<file path="src/source/xbus_defines.svh">
// Address windows, SDRAM size and latencies, and bus timeout for the xbus
`ifndef XBUS_DEFINES_SVH
`define XBUS_DEFINES_SVH

// First address past the RAM window
`define XBUS_RAM_LIMIT 22'o11000000

// Backed words; the rest of the RAM window up to the limit is the gap
`define SDRAM_WORDS 4096

// Cycles from command accept to ready or done
`define SDRAM_READ_LAT 3
`define SDRAM_WRITE_LAT 2

// I/O register window
`define XBUS_IO_BASE 22'o17777700
`define XBUS_IO_WORDS 16

// Cycles before an unclaimed request is acked
`define XBUS_TIMEOUT 16

// Returned by the gap and by a timed out read
`define XBUS_DEAD_DATA 32'hffff_ffff

`endif

</file>
<file path="src/source/xbus_pkg.sv">
// Bus and SDRAM request and response structs
package xbus_pkg;

   // Master request, held until ack
   typedef struct packed {
      logic [21:0] addr;
      logic [31:0] data;
      logic        req;
      logic        write;
   } xbus_req_t;

   // Per-target response
   typedef struct packed {
      logic [31:0] data;
      logic        ack;
      logic        decode;
   } xbus_rsp_t;

   // Command from the RAM bridge to the SDRAM controller
   typedef struct packed {
      logic [21:0] addr;
      logic [31:0] data;
      logic        req;
      logic        write;
   } sdram_cmd_t;

   // Controller answer; ready and done are single-cycle pulses
   typedef struct packed {
      logic [31:0] data;
      logic        ready;
      logic        done;
   } sdram_rsp_t;

endpackage

</file>
<file path="src/source/xbus_ctrl.sv">
// Bus control with target response select, unmapped request timeout and timeout count
`include "xbus_defines.svh"

module xbus_ctrl (
   input  logic                clk,
   input  logic                reset,
   input  xbus_pkg::xbus_req_t bus_req,
   input  xbus_pkg::xbus_rsp_t ram_rsp,
   input  xbus_pkg::xbus_rsp_t io_rsp,
   output xbus_pkg::xbus_rsp_t bus_rsp,
   output logic [15:0]         timeout_count
);

   localparam int WAIT_W = $clog2(`XBUS_TIMEOUT + 1);

   logic              claimed;
   logic              waiting;
   logic              wait_last;
   logic [WAIT_W-1:0] wait_cnt;
   logic              timeout_ack;

   // Targets decode for themselves; only their flags are seen here
   assign claimed = ram_rsp.decode | io_rsp.decode;
   assign waiting = bus_req.req & ~claimed;

   // Ack lands in cycle XBUS_TIMEOUT counted from the first req cycle
   assign wait_last = (wait_cnt == WAIT_W'(`XBUS_TIMEOUT - 1));

   always_ff @(posedge clk) begin
      if (reset) begin
         wait_cnt    <= '0;
         timeout_ack <= 1'b0;
      end else if (!waiting) begin
         wait_cnt    <= '0;
         timeout_ack <= 1'b0;
      end else begin
         // Counter parks at the limit so ack fires once per request
         if (wait_cnt != WAIT_W'(`XBUS_TIMEOUT)) begin
            wait_cnt <= wait_cnt + 1'b1;
         end
         timeout_ack <= wait_last;
      end
   end

   // Saturating count of timed out requests
   always_ff @(posedge clk) begin
      if (reset) begin
         timeout_count <= '0;
      end else if (waiting && wait_last && timeout_count != 16'hffff) begin
         timeout_count <= timeout_count + 1'b1;
      end
   end

   // RAM first, then I/O, else the timeout path
   always_comb begin
      if (ram_rsp.decode) begin
         bus_rsp = ram_rsp;
      end else if (io_rsp.decode) begin
         bus_rsp = io_rsp;
      end else begin
         bus_rsp.data   = `XBUS_DEAD_DATA;
         bus_rsp.ack    = timeout_ack;
         bus_rsp.decode = 1'b0;
      end
   end

endmodule

</file>
<file path="config.mk">
export PLATFORM = sky130hd
export DESIGN_NAME = xbus_ctrl
export DESIGN_NICKNAME = d
export VERILOG_FILES = /design/src/source/xbus_pkg.sv /design/src/source/xbus_ctrl.sv
export VERILOG_INCLUDE_DIRS = /design/src /design/src/source
export SDC_FILE = /design/constraint.sdc
export NUM_CORES = 1
export LEC_CHECK = 0
export ABC_AREA = 1
export ABC_CLOCK_PERIOD_IN_PS = 3200
export BUFFER_PORTS_ARGS = -buffer_cell sky130_fd_sc_hd__buf_2
export CORE_MARGIN = 1.5
export CORE_UTILIZATION = 35
export DETAILED_ROUTE_END_ITERATION = 8
export PLACE_DENSITY = 0.89
export SETUP_SLACK_MARGIN = 0.3
export SYNTH_ARGS = -nofsm -noshare
export SYNTH_HDL_FRONTEND = slang
export SYNTH_SLANG_ARGS = --single-unit
</file>
<file path="constraint.sdc">
create_clock -name clk -period 3.2 [get_ports clk]
set_input_delay 0.48 -clock clk [delete_from_list [all_inputs] [get_ports clk]]
set_output_delay 0.48 -clock clk [all_outputs]
set_load 0.03 [all_outputs]
</file>
==> flow_summary.toml <==
[worst_setup_path]
cp_common_cell = "buf_2"
critPathCaptureType = "output pin"
cp_data_required_time_ns = 2.72
path_class = "in2out"
cpPeakStageDelay_ns = 0.59
worstPathArrival_ns = 1.76
crit_slowest_cell = "inv_1"
cp_cell_sequence = "buf_2 -> inv_1 -> o21ai_0 -> nand2_1 -> buf_2"
crit_buf_inv = 3
startpoint_type = "input port"
critPathTopFamily = "buffers and inverters"
cp_max_fo = 33

[pwr]
p_total_uw = 663.4
ir_drop_v = 0.0001442
p_leak_nw = 1.333
power_density_nw_per_um2 = 267.9

[drt]
ant_nets = 0
vias = 2304
wirelength_um = 6173
avgRoutedWirePerCell_um = 12.57
drt_iter0_drc = 83
route.detailed.vias_per_inst = 4.692
drc = 0
dr.pass1.iters = 4

[synthesis]
ys_seq_elements = 22
avgSynthCellArea_um2 = 5.797
synth_top_area_cell = "dfxtp_1"
synth_fp_nets = 438
synth_area_leaders = "dfxtp_1 (25%), nand2_1 (24%), o21ai_0 (9.0%)"
synthesis.area_um2 = 1785
synthCells = 308
yosysUniqueCellTypes = 28
yosysTopAreaCellShare = 0.2467
ys_seq_area_frac = 0.2467
yosys_warnings = 0

[global_route]
use_met1 = 0.2878
grt_pass1_vias = 1957
grt_use_total = 0.2154
grt_util_met3 = 0.08672
grt.busiest_layer = "met2"
overflow = 0
antenna_found_initial = 5
grt_pass1_wl_um = 9011
grt_max_degree = 35
grt_use_met2 = 0.3333

[finish]
final_common_cell = "buf_2"
nets = 553
drive_gt1_frac = 0.3420
layout_common_cells = "buf_2 (120), nand2_1 (112), nor2_1 (39)"
area_growth_pct = 38.68
fin_util = 0.5140

[timing]
tns_ns = 0
fmax_mhz = 447.0
hold_ws_ns = 0.4399
finalHoldViolCount = 0
max-slew-margin-rel = 0.4643
post-route-period-util = 0.6992
clock_skew_ns = 0.002477
tightest_slew_ns = 0.8027
period_needed_ns = 2.237
slew_violations = 0
rsz0062_at_grt = "no"
setup_viol = 0

[floorplanning]
coreArea_um2 = 4817
die_area_um2 = 5539
start_util = 0.3706
fp-row-count = 25
die_y_um = 74.43
io_pins = 176
chipWidth_um = 74.43

[clock_tree]
tritoncts = "built"
clock_latency_ns = 0.26
cts-root-buf = "clkbuf_8"
cts-buffers-inserted = 3
path_clk_slew_ns = 0.07
cts_sinks = 22
ctsResizeCount = 0
clockBufferDepth = 2
hold_buffers = 0
ctsHtreeMaxLevel = 1
post-cts-setup-buffers = 0

[status]
status = "finished clean"

[placement]
gp_congestion = 0.9327
dpl.hpwl_um = 4978
io_buffer_count = 120

[min_path]
hold_class = "in2reg"

[flow_run]
max-cap-violations = 0
stage by stage:
step                setup slack, ns  cells  instance area (um^2)
detailed placement           0.9996    485                  2427
global route                 0.8096    488                  2469
CTS                          0.9995    488                  2469
global placement              1.045    485                  2427
floorplan                     1.470    308                  1785
finish                       0.9627    491                  2476
per-layer routing:
metal / wire, um / vias up
li1: - / 1204
met2: 2384 / 106
met5: 25 / -
met3: 797 / 9
met4: 55 / 4
met1: 2910 / 981
final timing paths:
path | startpoint | end | slack, ns | cells after the start
max | io_rsp[0] | bus_rsp[25] | 0.96 | 5
min | reset | timeout_count[11]$_SDFFE_PP0P_ | 0.44 | 2
max reg2reg | wait_cnt[0]$_SDFFE_PP0P_ | timeout_count[9]$_SDFFE_PP0P_ | 1.46 | 11
min reg2reg | wait_cnt[0]$_SDFFE_PP0P_ | wait_cnt[0]$_SDFFE_PP0P_ | 0.51 | 2
kinds of logic (layout without fill, tap and decap cells):
kind of cell             Yosys count  after routing  synth area share
AO/OA/AOI/OAI                     50             50            0.1437
XOR/XNOR                           1              1          0.004906
adder cells (fa/ha/maj)            4              4           0.02803
buffers and inverters             39            152           0.08829
flip-flops                        22             22            0.2467
other                              0              3                 0
AND/OR/NAND/NOR                  192            192            0.4884
cells in the mapped netlist:
cell type,n
nor2_4,4
nand2_2,3
nand3_1,19
inv_2,1
clkinv_2,2
clkbuf_1,9
buf_2,1
nor2_8,1
buf_6,1
nor2_1,39
nor3_1,2
or2_2,1
nand2_1,112
nand4_1,2
nand3_4,2
dfxtp_1,22
inv_1,25
nor2_2,2
o21ai_0,32
nor4b_1,1
nand3b_1,1
a21oi_2,1
ha_1,4
a211oi_1,1
a21oi_1,14
nand2_4,3
xor2_1,1
o21ai_1,2
cell type report:
| cell class | count | area [um^2] |
|---|---|---|
| Fill cell | 507 | 2341 |
| Timing Repair Buffer | 121 | 608.1 |
| Sequential cell | 22 | 440.4 |
| Antenna cell | 3 | 7.507 |
| Clock buffer | 3 | 41.29 |
| Tap cell | 67 | 83.83 |
| Inverter | 28 | 107.6 |
| Multi-Input combinational cell | 247 | 1187 |
sequential cells by signal, indices dropped and copies added, names as in the netlist:
name and flops:
timeout_ack 1, timeout_count 16, wait_cnt 5
power breakdown:
part	total, mW	internal (mW)	switching [mW]
clock	0.174	0.0842	0.0894
sequential	0.274	0.274	0.000374
combinational	0.216	0.0721	0.143
Note: power is estimated with default switching activity, not from simulation.
