<file path="src/source/xbus_defines.svh">
// Address windows, SDRAM size and latencies, and bus timeout for the xbus
`ifndef XBUS_DEFINES_SVH
`define XBUS_DEFINES_SVH

// First address past the RAM window
`define XBUS_RAM_LIMIT 22'o11000000

// Backed words; the rest of the RAM window up to the limit is the gap
`define SDRAM_WORDS 4096

// Cycles from command accept to ready or done
`define SDRAM_READ_LAT 3
`define SDRAM_WRITE_LAT 2

// I/O register window
`define XBUS_IO_BASE 22'o17777700
`define XBUS_IO_WORDS 16

// Cycles before an unclaimed request is acked
`define XBUS_TIMEOUT 16

// Returned by the gap and by a timed out read
`define XBUS_DEAD_DATA 32'hffff_ffff

`endif

</file>
<file path="src/source/xbus_pkg.sv">
// Bus and SDRAM request and response structs
package xbus_pkg;

   // Master request, held until ack
   typedef struct packed {
      logic [21:0] addr;
      logic [31:0] data;
      logic        req;
      logic        write;
   } xbus_req_t;

   // Per-target response
   typedef struct packed {
      logic [31:0] data;
      logic        ack;
      logic        decode;
   } xbus_rsp_t;

   // Command from the RAM bridge to the SDRAM controller
   typedef struct packed {
      logic [21:0] addr;
      logic [31:0] data;
      logic        req;
      logic        write;
   } sdram_cmd_t;

   // Controller answer; ready and done are single-cycle pulses
   typedef struct packed {
      logic [31:0] data;
      logic        ready;
      logic        done;
   } sdram_rsp_t;

endpackage

</file>
<file path="src/source/xbus_io.sv">
// I/O register block with scratch register, cycle counter and timeout count
`include "xbus_defines.svh"

module xbus_io (
   input  logic                clk,
   input  logic                reset,
   input  xbus_pkg::xbus_req_t bus_req,
   input  logic [15:0]         timeout_count,
   output xbus_pkg::xbus_rsp_t io_rsp
);

   localparam int IO_AW = $clog2(`XBUS_IO_WORDS);

   localparam logic [IO_AW-1:0] OFS_SCRATCH  = IO_AW'(0);
   localparam logic [IO_AW-1:0] OFS_CYCLES   = IO_AW'(1);
   localparam logic [IO_AW-1:0] OFS_TIMEOUTS = IO_AW'(2);

   logic             decode;
   logic [IO_AW-1:0] offset;
   logic             start;
   logic             ack_q;
   logic             served;
   logic [31:0]      scratch;
   logic [31:0]      cycles;
   logic [31:0]      rd_data;

   assign decode = (bus_req.addr >= `XBUS_IO_BASE) &&
                   (bus_req.addr < `XBUS_IO_BASE + 22'(`XBUS_IO_WORDS));
   assign offset = IO_AW'(bus_req.addr - `XBUS_IO_BASE);

   // One access per request
   assign start = bus_req.req & decode & ~ack_q & ~served;

   always_ff @(posedge clk) begin
      if (reset) begin
         ack_q   <= 1'b0;
         served  <= 1'b0;
         scratch <= '0;
         cycles  <= '0;
      end else begin
         cycles <= cycles + 1'b1;
         ack_q  <= start;
         served <= bus_req.req & (served | ack_q);
         if (start && bus_req.write && offset == OFS_SCRATCH) begin
            scratch <= bus_req.data;
         end
      end
   end

   // Read data captured with the ack
   always_ff @(posedge clk) begin
      if (start) begin
         case (offset)
            OFS_SCRATCH:  rd_data <= scratch;
            OFS_CYCLES:   rd_data <= cycles;
            OFS_TIMEOUTS: rd_data <= {16'h0000, timeout_count};
            default:      rd_data <= '0;
         endcase
      end
   end

   assign io_rsp.data   = rd_data;
   assign io_rsp.ack    = ack_q;
   assign io_rsp.decode = decode;

endmodule

</file>
<file path="config.mk">
export PLATFORM = sky130hd
export DESIGN_NAME = xbus_io
export DESIGN_NICKNAME = d
export VERILOG_FILES = /design/src/source/xbus_pkg.sv /design/src/source/xbus_io.sv
export VERILOG_INCLUDE_DIRS = /design/src /design/src/source
export SDC_FILE = /design/constraint.sdc
export NUM_CORES = 1
export LEC_CHECK = 0
export ABC_AREA = 1
export BUFFER_PORTS_ARGS = -buffer_cell sky130_fd_sc_hd__buf_2
export CORE_UTILIZATION = 54
export DETAILED_ROUTE_END_ITERATION = 12
export GPL_TIMING_DRIVEN = 0
export HOLD_SLACK_MARGIN = 0.1
export PLACE_DENSITY_LB_ADDON = 0.2
export SYNTH_ARGS = -nofsm -noshare
export SYNTH_HDL_FRONTEND = slang
export SYNTH_SLANG_ARGS = --single-unit
</file>
<file path="constraint.sdc">
create_clock -name clk -period 2.1 [get_ports clk]
set_input_delay 0 -clock clk [delete_from_list [all_inputs] [get_ports clk]]
set_output_delay 0 -clock clk [all_outputs]
set_load 0.01 [all_outputs]
</file>
==> impl_metrics.csv <==
group,metric,value,unit
run_status,status,"completed",
worst_setup_path,crit_path_start_kind,"register",
floorplanning,start_util,57.15,%
place,port_buffers,107,
worst_setup_path,startpoint,"ack_q",
floorplanning,die_area,8718,um^2
timing,relSlewSlack,49.72,%
layout,drive_gt1_share,18.81,%
timing,post-route-period-util,84.25,%
synthesis,syn_nets,679,
worst_setup_path,crit_arrival,1.67,ns
clock_tree,cts_tree,"built",
detailed_routing,drc,0,
clock_tree,clock_latency,0.38,ns
worst_setup_path,crit_required,2.00,ns
floorplanning,core_area,7888,um^2
timing,skew,0.01135,ns
timing,rsz0062_at_grt,"no",
synthesis,ys_ff_latch,98,
min_path,min_path_type,"input pin to register",
clock_tree,cts.root.buffer_cell,"clkbuf_8",
global_routing,overflow,0,
timing,fmax,0.5652,GHz
floorplanning,fp-row-count,32,
worst_setup_path,worstSetupPathDepth,4,
layout,final_cell_area,5851,um^2
global_routing,grt.total_usage,29.92,%
floorplanning,die_h,93.37,um
worst_setup_path,endpoint_kind,"register",
power_and_ir_drop,internal_power,2.531,mW
clock_tree,clk_pin_slew,0.11,ns
timing,worstMarginPinSlew,0.7526,ns
detailed_routing,drt_iter0_markers,275,
power_and_ir_drop,irDropWorstVdd,393.9,uV
synthesis,synth_flop_cell,"dfxtp_1",
global_routing,antenna_found_initial,0,
worst_setup_path,r2r-end,"rd_data[24]",
detailed_routing,viasPerCell,5.223,
place,hpwl,8.819,mm
worst_setup_path,ff2ff_setup_slack,0.33,ns
timing,hold_viol,0,
layout,diodes,0,
place,dpl_cell_area,5171,um^2
worst_setup_path,worst_path_max_delay_cell,"clkinvlp_4",
worst_setup_path,timing.rr.start,"ack_q",
layout,finish.utilization,74.18,%
synthesis,yosys_warnings,0,
layout,stdcell_count,878,
place,placed_cells,813,
timing,layout_min_cycle_time,1.769,ns
synthesis,synth_edf_count,32,
synthesis,synth_area_leaders,"dfxtp_1, edfxtp_1, nand2_1",
worst_setup_path,critical-path-top-delay-family,"buffers and inverters",
power_and_ir_drop,clkPwrFrac,35.8,%
layout,area_growth,29.78,%
detailed_routing,vias,4586,
power_and_ir_drop,switching_share,25.13,%
synthesis,syn_inst,604,
worst_setup_path,cp-endpoint,"rd_data[24]",
floorplanning,num_io_pins,108,
worst_setup_path,cp_cell_sequence,"or2_1, nor2_2, nand2_1, clkinvlp_4",
detailed_routing,drt-wirelength-per-cell,14.17,um
power_and_ir_drop,pwr-share-comb,6.5,%
worst_setup_path,worstRegToRegCells,4,
global_routing,grt_pass1_wl,19.86,mm
worst_setup_path,crit_fanout,32,
timing,holdWs,0.1809,ns
synthesis,ys_seq_area_share,50.62,%
timing,final_max_slew_viol_count,0,
synthesis,syn_area_per_cell,7.464,um^2
worst_setup_path,path_class,"register to register",
power_and_ir_drop,p_switching,0.8498,mW
floorplanning,fp.dieW,93.37,um
timing,setup_violations,0,
power_and_ir_drop,p_leak,2.443,nW
layout,nets,846,
power_and_ir_drop,pwr-share-seq,57.7,%
clock_tree,cts_sinks,98,
clock_tree,htreeDepth,3,
clock_tree,clockBufferDepth,2,
detailed_routing,wirelength,12.44,mm
synthesis,netlist_area,4508,um^2
worst_setup_path,slowest_delay,0.63,ns
layout,nFillCells,621,
detailed_routing,ant_nets,0,
synthesis,synth_common_cells,"nand2_1, nor2_1, inv_1, dfxtp_1, edfxtp_1",
run,max_cap_viol_count,0,
synthesis,yosys.area.top_type,"dfxtp_1",
power_and_ir_drop,power_density,577.9,nW/um^2
global_routing,grt_pass1_vias,4295,
global_routing,grt_max_degree,33,
synthesis,yosys.cell_count.top_type,"nand2_1",
worst_setup_path,critPathBufInv,1,
synthesis,async_flop_share,0,%
clock_tree,cts_buffers,9,
synthesis,synth_top_area_share,29.31,%
place,gp_congestion,0.9241,
detailed_routing,drt_pre_antenna_iters,5,
synthesis,synth_cell_type_count,30,
-- worst reg2reg max path, cell delays in order (launching register included) --
cell and delay (ns):
dfxtp_1 0.35, or2_1 0.13, nor2_2 0.06, nand2_1 0.13
clkinvlp_4 0.63
-- metrics by stage --
step	power, mW	worst slack, ns	TNS, ns
final	3.381	0.3308	0
after global routing	3.473	0.1761	0
after detailed placement	2.140	-0.07806	-2.416
after global placement	2.136	-0.01511	-0.4185
after CTS	3.373	0.3364	0
after floorplan	2.049	0.3208	0
-- logic make-up (layout without fill, tap and decap cells) --
logic type      after synthesis  count (layout)  share of synthesized area [%]
flops                        98              98                          50.62
compound gates               74              74                          9.936
buf+inv                     103             275                          9.436
simple gates                327             327                          29.53
xor+xnor                      1               1                         0.1943
fa+ha+maj                     1               1                         0.2775
-- cell type report --
| type | instances | area (um^2) | share of cell area, % |
|---|---|---|---|
| multi-input cells | 403 | 1800 | 30.77 |
| well taps | 102 | 127.6 | 2.181 |
| clock inverters | 7 | 61.31 | 1.048 |
| flip-flops and latches | 98 | 2282 | 39.01 |
| inverters | 82 | 311.5 | 5.325 |
| plain buffers | 21 | 117.6 | 2.010 |
| clock buffers | 9 | 123.9 | 2.117 |
| repair buffers | 156 | 1026 | 17.54 |
-- layout by cell type (no fill, tap or decap), types with 2 or more instances in the layout --
master,n
nand2_1,168
nor2_1,116
buf_2,114
inv_1,80
dfxtp_1,66
dlygate4sd3_1,49
edfxtp_1,32
a21oi_1,25
nand3_1,19
o21ai_0,17
o22ai_1,15
o221ai_1,14
nor3_1,10
clkbuf_8,9
clkbuf_1,8
nor2_2,5
buf_6,3
nand2_2,2
o211ai_1,2
clkinv_1,2
buf_4,2
inv_6,2
inv_8,2
clkinv_4,2
-- power by group through the flow --
stage | Clock, mW | Sequential (mW) | Combinational [mW]
after floorplan | 0 | 1.99 | 0.0544
after global placement | 0 | 2.00 | 0.140
after detailed placement | 0 | 2.00 | 0.144
after CTS | 1.21 | 1.95 | 0.213
after global routing | 1.28 | 1.95 | 0.238
final | 1.21 | 1.95 | 0.219
-- state kept, by name, indices dropped and copies added, names as in the netlist --
| name | count |
|---|---|
| scratch | 32 |
| ack_q | 1 |
| cycles | 32 |
| served | 1 |
| rd_data | 32 |
-- what timing repair did --
item	4_1_cts	5_1_grt
gates resized for setup	1	0
buffers inserted	0	0
hold endpoints to repair	50	0
setup endpoints to repair	32	0
hold buffers	49	0
-- worst min-delay path by stage --
stage | start | endpoint | slack (ns) | cells after the start
6_report | bus_req[34] | rd_data[7] | 0.18 | 4
5_1_grt | bus_req[34] | rd_data[7] | 0.20 | 4
4_1_cts | bus_req[36] | rd_data[12] | 0.15 | 4
3_5_place_dp | bus_req[10] | scratch[8] | 0.23 | 3
3_3_place_gp | bus_req[14] | scratch[12] | 0.22 | 3
2_1_floorplan | bus_req[1] | served | 0.12 | 2
-- routing by layer --
| layer | wire, um | part of all wire, % | GRT usage [%] | vias to the layer above |
|---|---|---|---|---|
| li1 | - | - | - | 2258 |
| met1 | 5303 | 43 | 38.36 | 2103 |
| met2 | 5977 | 48 | 50.18 | 197 |
| met3 | 848 | 6.8 | 5.447 | 28 |
| met4 | 308 | 2.5 | 11.41 | 0 |
| met5 | 0 | 0 | 0 | - |
Power figures use the tool's default switching activity.
