File: config.mk
export PLATFORM = sky130hd
export DESIGN_NAME = xbus_ram
export DESIGN_NICKNAME = d
export VERILOG_FILES = /design/src/source/xbus_pkg.sv /design/src/source/xbus_ram.sv
export VERILOG_INCLUDE_DIRS = /design/src /design/src/source
export SDC_FILE = /design/constraint.sdc
export NUM_CORES = 1
export LEC_CHECK = 0
export CORE_AREA = 2 2 70 72
export CTS_BUF_LIST = sky130_fd_sc_hd__clkbuf_4 sky130_fd_sc_hd__clkbuf_8
export CTS_CLUSTER_DIAMETER = 40
export CTS_CLUSTER_SIZE = 12
export DETAILED_ROUTE_END_ITERATION = 10
export DIE_AREA = 0 0 72 74
export DONT_BUFFER_PORTS = 1
export MAX_ROUTING_LAYER = met4
export PLACE_DENSITY = 0.37
export SYNTH_ARGS = -nofsm -noshare
export SYNTH_HDL_FRONTEND = slang
export SYNTH_SLANG_ARGS = --single-unit
File: constraint.sdc
create_clock -name clk -period 2.6 [get_ports clk]
set_clock_uncertainty 0.2 [all_clocks]
set_input_delay 0.13 -clock clk [delete_from_list [all_inputs] [get_ports clk]]
set_output_delay 0.13 -clock clk [all_outputs]
set_load 0.01 [all_outputs]
File: src/source/xbus_defines.svh
// Address windows, SDRAM size and latencies, and bus timeout for the xbus
`ifndef XBUS_DEFINES_SVH
`define XBUS_DEFINES_SVH

// First address past the RAM window
`define XBUS_RAM_LIMIT 22'o11000000

// Backed words; the rest of the RAM window up to the limit is the gap
`define SDRAM_WORDS 4096

// Cycles from command accept to ready or done
`define SDRAM_READ_LAT 3
`define SDRAM_WRITE_LAT 2

// I/O register window
`define XBUS_IO_BASE 22'o17777700
`define XBUS_IO_WORDS 16

// Cycles before an unclaimed request is acked
`define XBUS_TIMEOUT 16

// Returned by the gap and by a timed out read
`define XBUS_DEAD_DATA 32'hffff_ffff

`endif

File: src/source/xbus_pkg.sv
// Bus and SDRAM request and response structs
package xbus_pkg;

   // Master request, held until ack
   typedef struct packed {
      logic [21:0] addr;
      logic [31:0] data;
      logic        req;
      logic        write;
   } xbus_req_t;

   // Per-target response
   typedef struct packed {
      logic [31:0] data;
      logic        ack;
      logic        decode;
   } xbus_rsp_t;

   // Command from the RAM bridge to the SDRAM controller
   typedef struct packed {
      logic [21:0] addr;
      logic [31:0] data;
      logic        req;
      logic        write;
   } sdram_cmd_t;

   // Controller answer; ready and done are single-cycle pulses
   typedef struct packed {
      logic [31:0] data;
      logic        ready;
      logic        done;
   } sdram_rsp_t;

endpackage

File: src/source/xbus_ram.sv
// RAM bridge between the xbus and the SDRAM controller with the unbacked gap
`include "xbus_defines.svh"

module xbus_ram (
   input  logic                 clk,
   input  logic                 reset,
   input  xbus_pkg::xbus_req_t  bus_req,
   output xbus_pkg::xbus_rsp_t  ram_rsp,
   output xbus_pkg::sdram_cmd_t sdram_cmd,
   input  xbus_pkg::sdram_rsp_t sdram_rsp
);

   logic decode;
   logic backed;
   logic gap;
   logic gap_ack;
   logic gap_served;

   // Whole window decodes, but only the fitted words reach the SDRAM
   assign decode = (bus_req.addr < `XBUS_RAM_LIMIT);
   assign backed = (bus_req.addr < 22'(`SDRAM_WORDS));
   assign gap    = decode & ~backed;

   assign sdram_cmd.addr  = bus_req.addr;
   assign sdram_cmd.data  = bus_req.data;
   assign sdram_cmd.req   = bus_req.req & backed & ~bus_req.write;
   assign sdram_cmd.write = bus_req.req & backed & bus_req.write;

   // One registered gap ack pulse that cannot repeat until req drops
   always_ff @(posedge clk) begin
      if (reset) begin
         gap_ack    <= 1'b0;
         gap_served <= 1'b0;
      end else begin
         gap_ack    <= bus_req.req & gap & ~gap_ack & ~gap_served;
         gap_served <= bus_req.req & (gap_served | gap_ack);
      end
   end

   // Backed accesses finish combinationally on done or ready
   assign ram_rsp.ack = (sdram_cmd.write & sdram_rsp.done) |
                        (sdram_cmd.req & sdram_rsp.ready) |
                        gap_ack;

   assign ram_rsp.data   = gap ? `XBUS_DEAD_DATA : sdram_rsp.data;
   assign ram_rsp.decode = decode;

endmodule

==> key figures, run 1 <==
Outcome
  – Status: complete, no violations

STA
  – Fin crit share: 60.8%
  – Max Slew Vio Count: 0
  – Final setup fails: 0
  – Peak Freq: 0.632 GHz
  – RSZ-0062 raised after global routing: no
  – Tmin final: 1580 ps
  – Worst slew pin tran: roughly 640 ps
  – Endpoints failing hold: 0
  – Setup TNS: 0 ps
  – Max_slew headroom: 57.4%

Clock network
  – Number of hold buffers added after cts: 3
  – Root Driver: clkbuf_8
  – Max clock buf depth: 2
  – H-Tree Depth: 1
  – Buffer count from post-CTS setup fixing: 0
  – TritonCTS clock tree: yes
  – Post-cts resize count: 0
  – Num CTS Buffers: 3
  – CTS Sinks: 2
  – Worst skew pair latency: approximately 210 ps

Detailed routing
  – Initial DRC Count: 18
  – Wire per inst: 17.4 microns
  – Vias per cell: 4.29
  – DR pass1 iterations: 2
  – # DRC: 0
  – Final wirelength: roughly 1.9 mm
  – Via count: 468
  – Antenna Nets Post-Route: 0

Floorplanning
  – Initial core utilization: 17.8%
  – Core area: about 0.0046 sq mm
  – Die W: 72 microns
  – Die area: between 0.005 and 0.006 sq mm
  – Chip Height: 74 microns
  – Row count: 25
  – Num ports: 182

Logic synthesis
  – Asr flop ratio synth: 0%
  – Flops & latches, synth: 2
  – Yosys warning total: 0
  – Top cell type's share of synthesized area: 50.4%
  – Synth cell count leaders: buf_4, or2_1, buf_6, nor2_1
  – Post-synth top flop: dfxtp_1
  – Top-count cell post-synth: buf_4
  – Sequential area share after synthesis: 4.89%
  – Cell type with the largest total area after synthesis: buf_4
  – Netlist cell types: 16
  – Mapped Avg Cell Area: 7.66 sq um
  – Post-Syn Area: 820 sq um
  – Mapped Nets: about 200
  – Dominant cells by area after synthesis: buf_4, or2_1, dfxtp_1
  – EDFF count, synth: 0
  – Post-synthesis cell count: 107

Place
  – DP Area: 440 sq um
  – Routability cong.: a little over 0.7
  – IO buf count: 0

Power and ir drop
  – Pwr per Cell Area: 422 mW/mm^2
  – Comb pwr share: between 20 and 30%
  – Static Leak: about 0.15 nW
  – Peak VDD IR: about 0.00021 V
  – Sequential Power Share: 15.1%
  – Clock power frac: 57.0%
  – Sw Share: 29.5%
  – Pint: 0.152 mW
  – Psw: 0.0637 mW
  – Tot Pwr: 0.216 mW

Critical path
  – WS Path Type: in -> out
  – Worst Setup Start Kind: primary input
  – Data arrival, critical path: roughly 1300 ps
  – CP endpoint kind: output port
  – CP max FO: 33
  – CP required: 2270 ps

Flow run
  – Max-Cap Viols: 0

Worst hold path
  – HP Class: in -> out

Finish
  – Area delta synth->final: -37.6%
  – Layout cells sized above 1: 18.2%
  – Number of antenna diodes: 0
  – Post-route cell area: 512 sq um
  – Nets: 149
  – Utilization after layout: 11.1%

Global routing
  – Vias in the first global route: between 500 and 600
  – GRT overflow: 0
  – First-pass GRT wire length: 2.55 mm
  – Initial antenna violation count: 0
  – Total GRT Usage: under 10%
  – Largest net degree at the start of global routing: 34
==> area by class of cell <==
| class | instances | area [sq um] |
|---|---|---|
| fill | 521 | 4090 |
| multi-input combinational | 45 | 325 |
| tap | 54 | 67.6 |
| clock buffer | 3 | 41.3 |
| sequential | 2 | 40.0 |
| timing repair buffer | 3 | 30.0 |
| inverter | 2 | 7.51 |
==> cells in the final DEF, fill, tap and decap left out <==
| cell type | count |
|---|---|
| inv_1 | 2 |
| clkbuf_8 | 3 |
| nor2_1 | 3 |
| or2_1 | 30 |
| nor3_2 | 2 |
| nand4_1 | 1 |
| a31oi_4 | 1 |
| o31a_1 | 1 |
| dlygate4sd3_1 | 3 |
| mux2i_1 | 1 |
| and4b_2 | 1 |
| nor4_4 | 1 |
| or2_2 | 2 |
| nor3b_1 | 1 |
| o21bai_1 | 1 |
| dfxtp_1 | 2 |
==> power groups by stage <==
stage / Sequential [mW] / Clock (mW) / Combinational (mW)
floorplan: 0.0328 / 0 / 0.143
CTS: 0.0327 / 0.126 / 0.0615
global placement: 0.0329 / 0 / 0.0577
detailed placement: 0.0330 / 0 / 0.0579
finish: 0.0326 / 0.123 / 0.0602
global route: 0.0327 / 0.129 / 0.0659
==> routing by layer <==
layer	routed length, microns	vias to the layer above	track usage [%]	part of all wire, %
li1	-	173	-	-
met1	513	191	4.63	27
met2	1010	86	11.8	53
met3	290	18	3.12	15
met4	88	0	5.66	4.6
met5	0	-	-	0
==> registers in the layout, indices dropped and copies added (netlist names) <==
register	flops
gap_ack	1
gap_served	1
==> final timing paths <==
path | cells after the start | start | to | slack (ps)
worst max-delay path | 3 | bus_req[54] | ram_rsp[17] | 1020
worst min-delay path | 0 | bus_req[12] | sdram_cmd[12] | 60
worst max register to register | 3 | gap_ack$_SDFF_PP0_ | gap_served$_SDFF_PP0_ | 1180
worst min register to register | 2 | gap_served$_SDFF_PP0_ | gap_ack$_SDFF_PP0_ | 400
==> metrics by stage <==
stage	setup WS, ps	hold WS [ps]	std cells
2_1_floorplan	1290	6.15	107
3_3_place_gp	1040	8.50	103
3_5_place_dp	981	16.9	103
4_1_cts	971	60.1	109
5_1_grt	895	60.0	109
6_report	1020	60.0	109
==> kinds of logic (layout without fill, tap and decap cells) <==
group,after synthesis,count (layout),share of synthesized area (%)
buffers and inverters,60,8,55.4
and+or+nand+nor,41,41,33.9
AOI/OAI and AO/OA,3,3,4.58
DFF,2,2,4.89
muxes,1,1,1.22
==> worst max-delay path, stage by stage <==
cell and delay (ps):
o31a_1 320, a31oi_4 540, or2_1 250
No activity file was read; power rests on OpenSTA's default activity.
==> run 2, diff against run 1 <==
Clock period 2.6 ns to 1.65 ns, I/O delays scaled along.
==> key figures, run 2 (same netlist as run 1, synthesis figures left out) <==
Finish
  – Most frequent cells in the layout: dlygate4sd3_1, or2_1, nor2_1, clkbuf_8
  – Fill cells: 502
  – Area delta synth->final: 30.2%
  – Top flop regs: gap_ack (1), gap_served (1)
  – Final cell count without fillers: 165
  – Area of the multi-input gates: 325 sq um
  – Storage element area: 40.0 sq um
  – Layout cells sized above 1: between 10% and 20%
  – Number of antenna diodes: 0
  – Utilization after layout: a little under a quarter
  – Nets: 205
  – Most common cell after layout, fill and taps aside: dlygate4sd3_1

Clock network
  – Max clock buf depth: 2
  – Num CTS Buffers: 3
  – Post-cts resize count: 0
  – Worst skew pair latency: 210 ps
  – CTS Sinks: 2
  – TritonCTS clock tree: yes
  – Reg clk slew, reported paths: 30 ps
  – H-Tree Depth: 1
  – Root Driver: clkbuf_8

Detailed routing
  – Via count: 669
  – Initial DRC Count: 7
  – Vias per cell: 4.05
  – Antenna Nets Post-Route: 0
  – Final wirelength: around 2.5 mm
  – DR pass1 iterations: 3
  – # DRC: 0
  – Wire per inst: 15.1 microns

Power and ir drop
  – Peak VDD IR: 0.000360 V
  – Pwr per Cell Area: 466 mW/mm^2
  – Static Leak: 0.385 nW

Flow run
  – Max-Cap Viols: 0

STA
  – Fin crit share: 87.0%
  – Peak Freq: 0.697 GHz
  – Max_slew headroom: approximately 80%
  – Tmin final: around 1400 ps
  – Worst slew pin tran: 298 ps
  – Setup TNS: 0 ps
  – Endpoints failing hold: 0
  – Final setup fails: 0
  – Max Slew Vio Count: 0
  – RSZ-0062 raised after global routing: no

Critical path
  – Crit-path cells: dlygate4sd3_1 -> nor3b_1 -> dlygate4sd3_1
  – CP endpoint kind: flip-flop
  – FF-to-FF path depth: 3
  – CP Capture Point: gap_served$_SDFF_PP0_
  – Max stage delay on crit path: roughly 560 ps
  – RR Endpoint: gap_served$_SDFF_PP0_
  – Worst Setup Start Kind: primary input
  – Reg-to-reg setup timing slack: 280 ps
  – RR Startpoint: gap_ack$_SDFF_PP0_
  – CP dominant cell by count: dlygate4sd3_1
  – WS Path Type: in -> reg
  – CP required: 1610 ps
  – CP max FO: 2
  – Data arrival, critical path: 1390 ps
  – Slowest cell on crit path: dlygate4sd3_1
  – Critical path startpoint: reset

Place
  – Dpl cells: 105
  – IO buf count: 0
  – DP HPWL: about 1.6 mm
  – Routability cong.: 0.714

Global routing
  – Largest net degree at the start of global routing: 24
  – GRT overflow: 0
  – Total GRT Usage: 7.93%
  – First-pass GRT wire length: 3.18 mm
  – Initial antenna violation count: 0
  – Vias in the first global route: 698

Floorplanning
  – Num ports: roughly 180
  – Row count: 25
  – Chip Height: 74 microns
  – Die area: between 0.005 and 0.006 sq mm
  – Core area: roughly 0.0046 sq mm
  – Initial core utilization: approximately 18%
  – Die W: approximately 72 microns

Outcome
  – Status: complete, no violations

Worst hold path
  – WHS Path Cells: 1
  – HP Class: in -> out
## run 2: cell count changes in the layout (fill, tap and decap cells not counted), sizes merged
cell,before,now
dlygate4sd3,3,57
buf,0,2
## run 2: power by group
group	switching [mW]	total, mW	internal, mW
Sequential	0.000700	0.0513	0.0506
Clock	0.0434	0.198	0.155
Combinational	0.122	0.248	0.126
Total	0.166	0.498	0.331
## run 2: worst min-delay path by stage
stage,startpoint,to
CTS,bus_req[0],sdram_cmd[1]
global placement,reset,gap_served$_SDFF_PP0_
detailed placement,bus_req[22],sdram_cmd[22]
global route,bus_req[0],sdram_cmd[1]
floorplan,reset,gap_served$_SDFF_PP0_
finish,bus_req[0],sdram_cmd[1]
## run 2: final cells by class
| type | instances | area share [%] |
|---|---|---|
| multi-input cells | 45 | 30.5 |
| clock buffers | 3 | 3.87 |
| inverters | 2 | 0.703 |
| well taps | 54 | 6.33 |
| repair buffers | 59 | 54.9 |
| flip-flops and latches | 2 | 3.75 |
## run 2: per-stage QoR
step / instance area (sq um) / hold slack, ps / setup WS (ps) / power [mW]
2_1_floorplan: 820 / -41.4 / 431 / 0.277
3_3_place_gp: 455 / -39.0 / 317 / 0.147
3_5_place_dp: 455 / -34.9 / 302 / 0.150
4_1_cts: 1070 / 16.9 / 199 / 0.504
5_1_grt: 1070 / 17.8 / 139 / 0.524
6_report: 1070 / 18.1 / 215 / 0.498
## run 2: worst max-delay path: cells and delay by family
| kind | cells | cell delay, ps |
|---|---|---|
| buffers and inverters | 2 | 1120 |
| and+or+nand+nor | 1 | 190 |
## run 2: per-layer routing
metal	vias up	GRT usage [%]	wire, microns
met5	-	-	0
met3	2	0.407	217
met2	91	17.1	1520
li1	285	-	-
met1	291	7.07	735
met4	0	3.14	17
## run 2: repair_timing
action	CTS	global route
endpoints found under the setup margin	0	0
buffers inserted	0	0
hold endpoints to repair	56	0
hold buffers	57	0
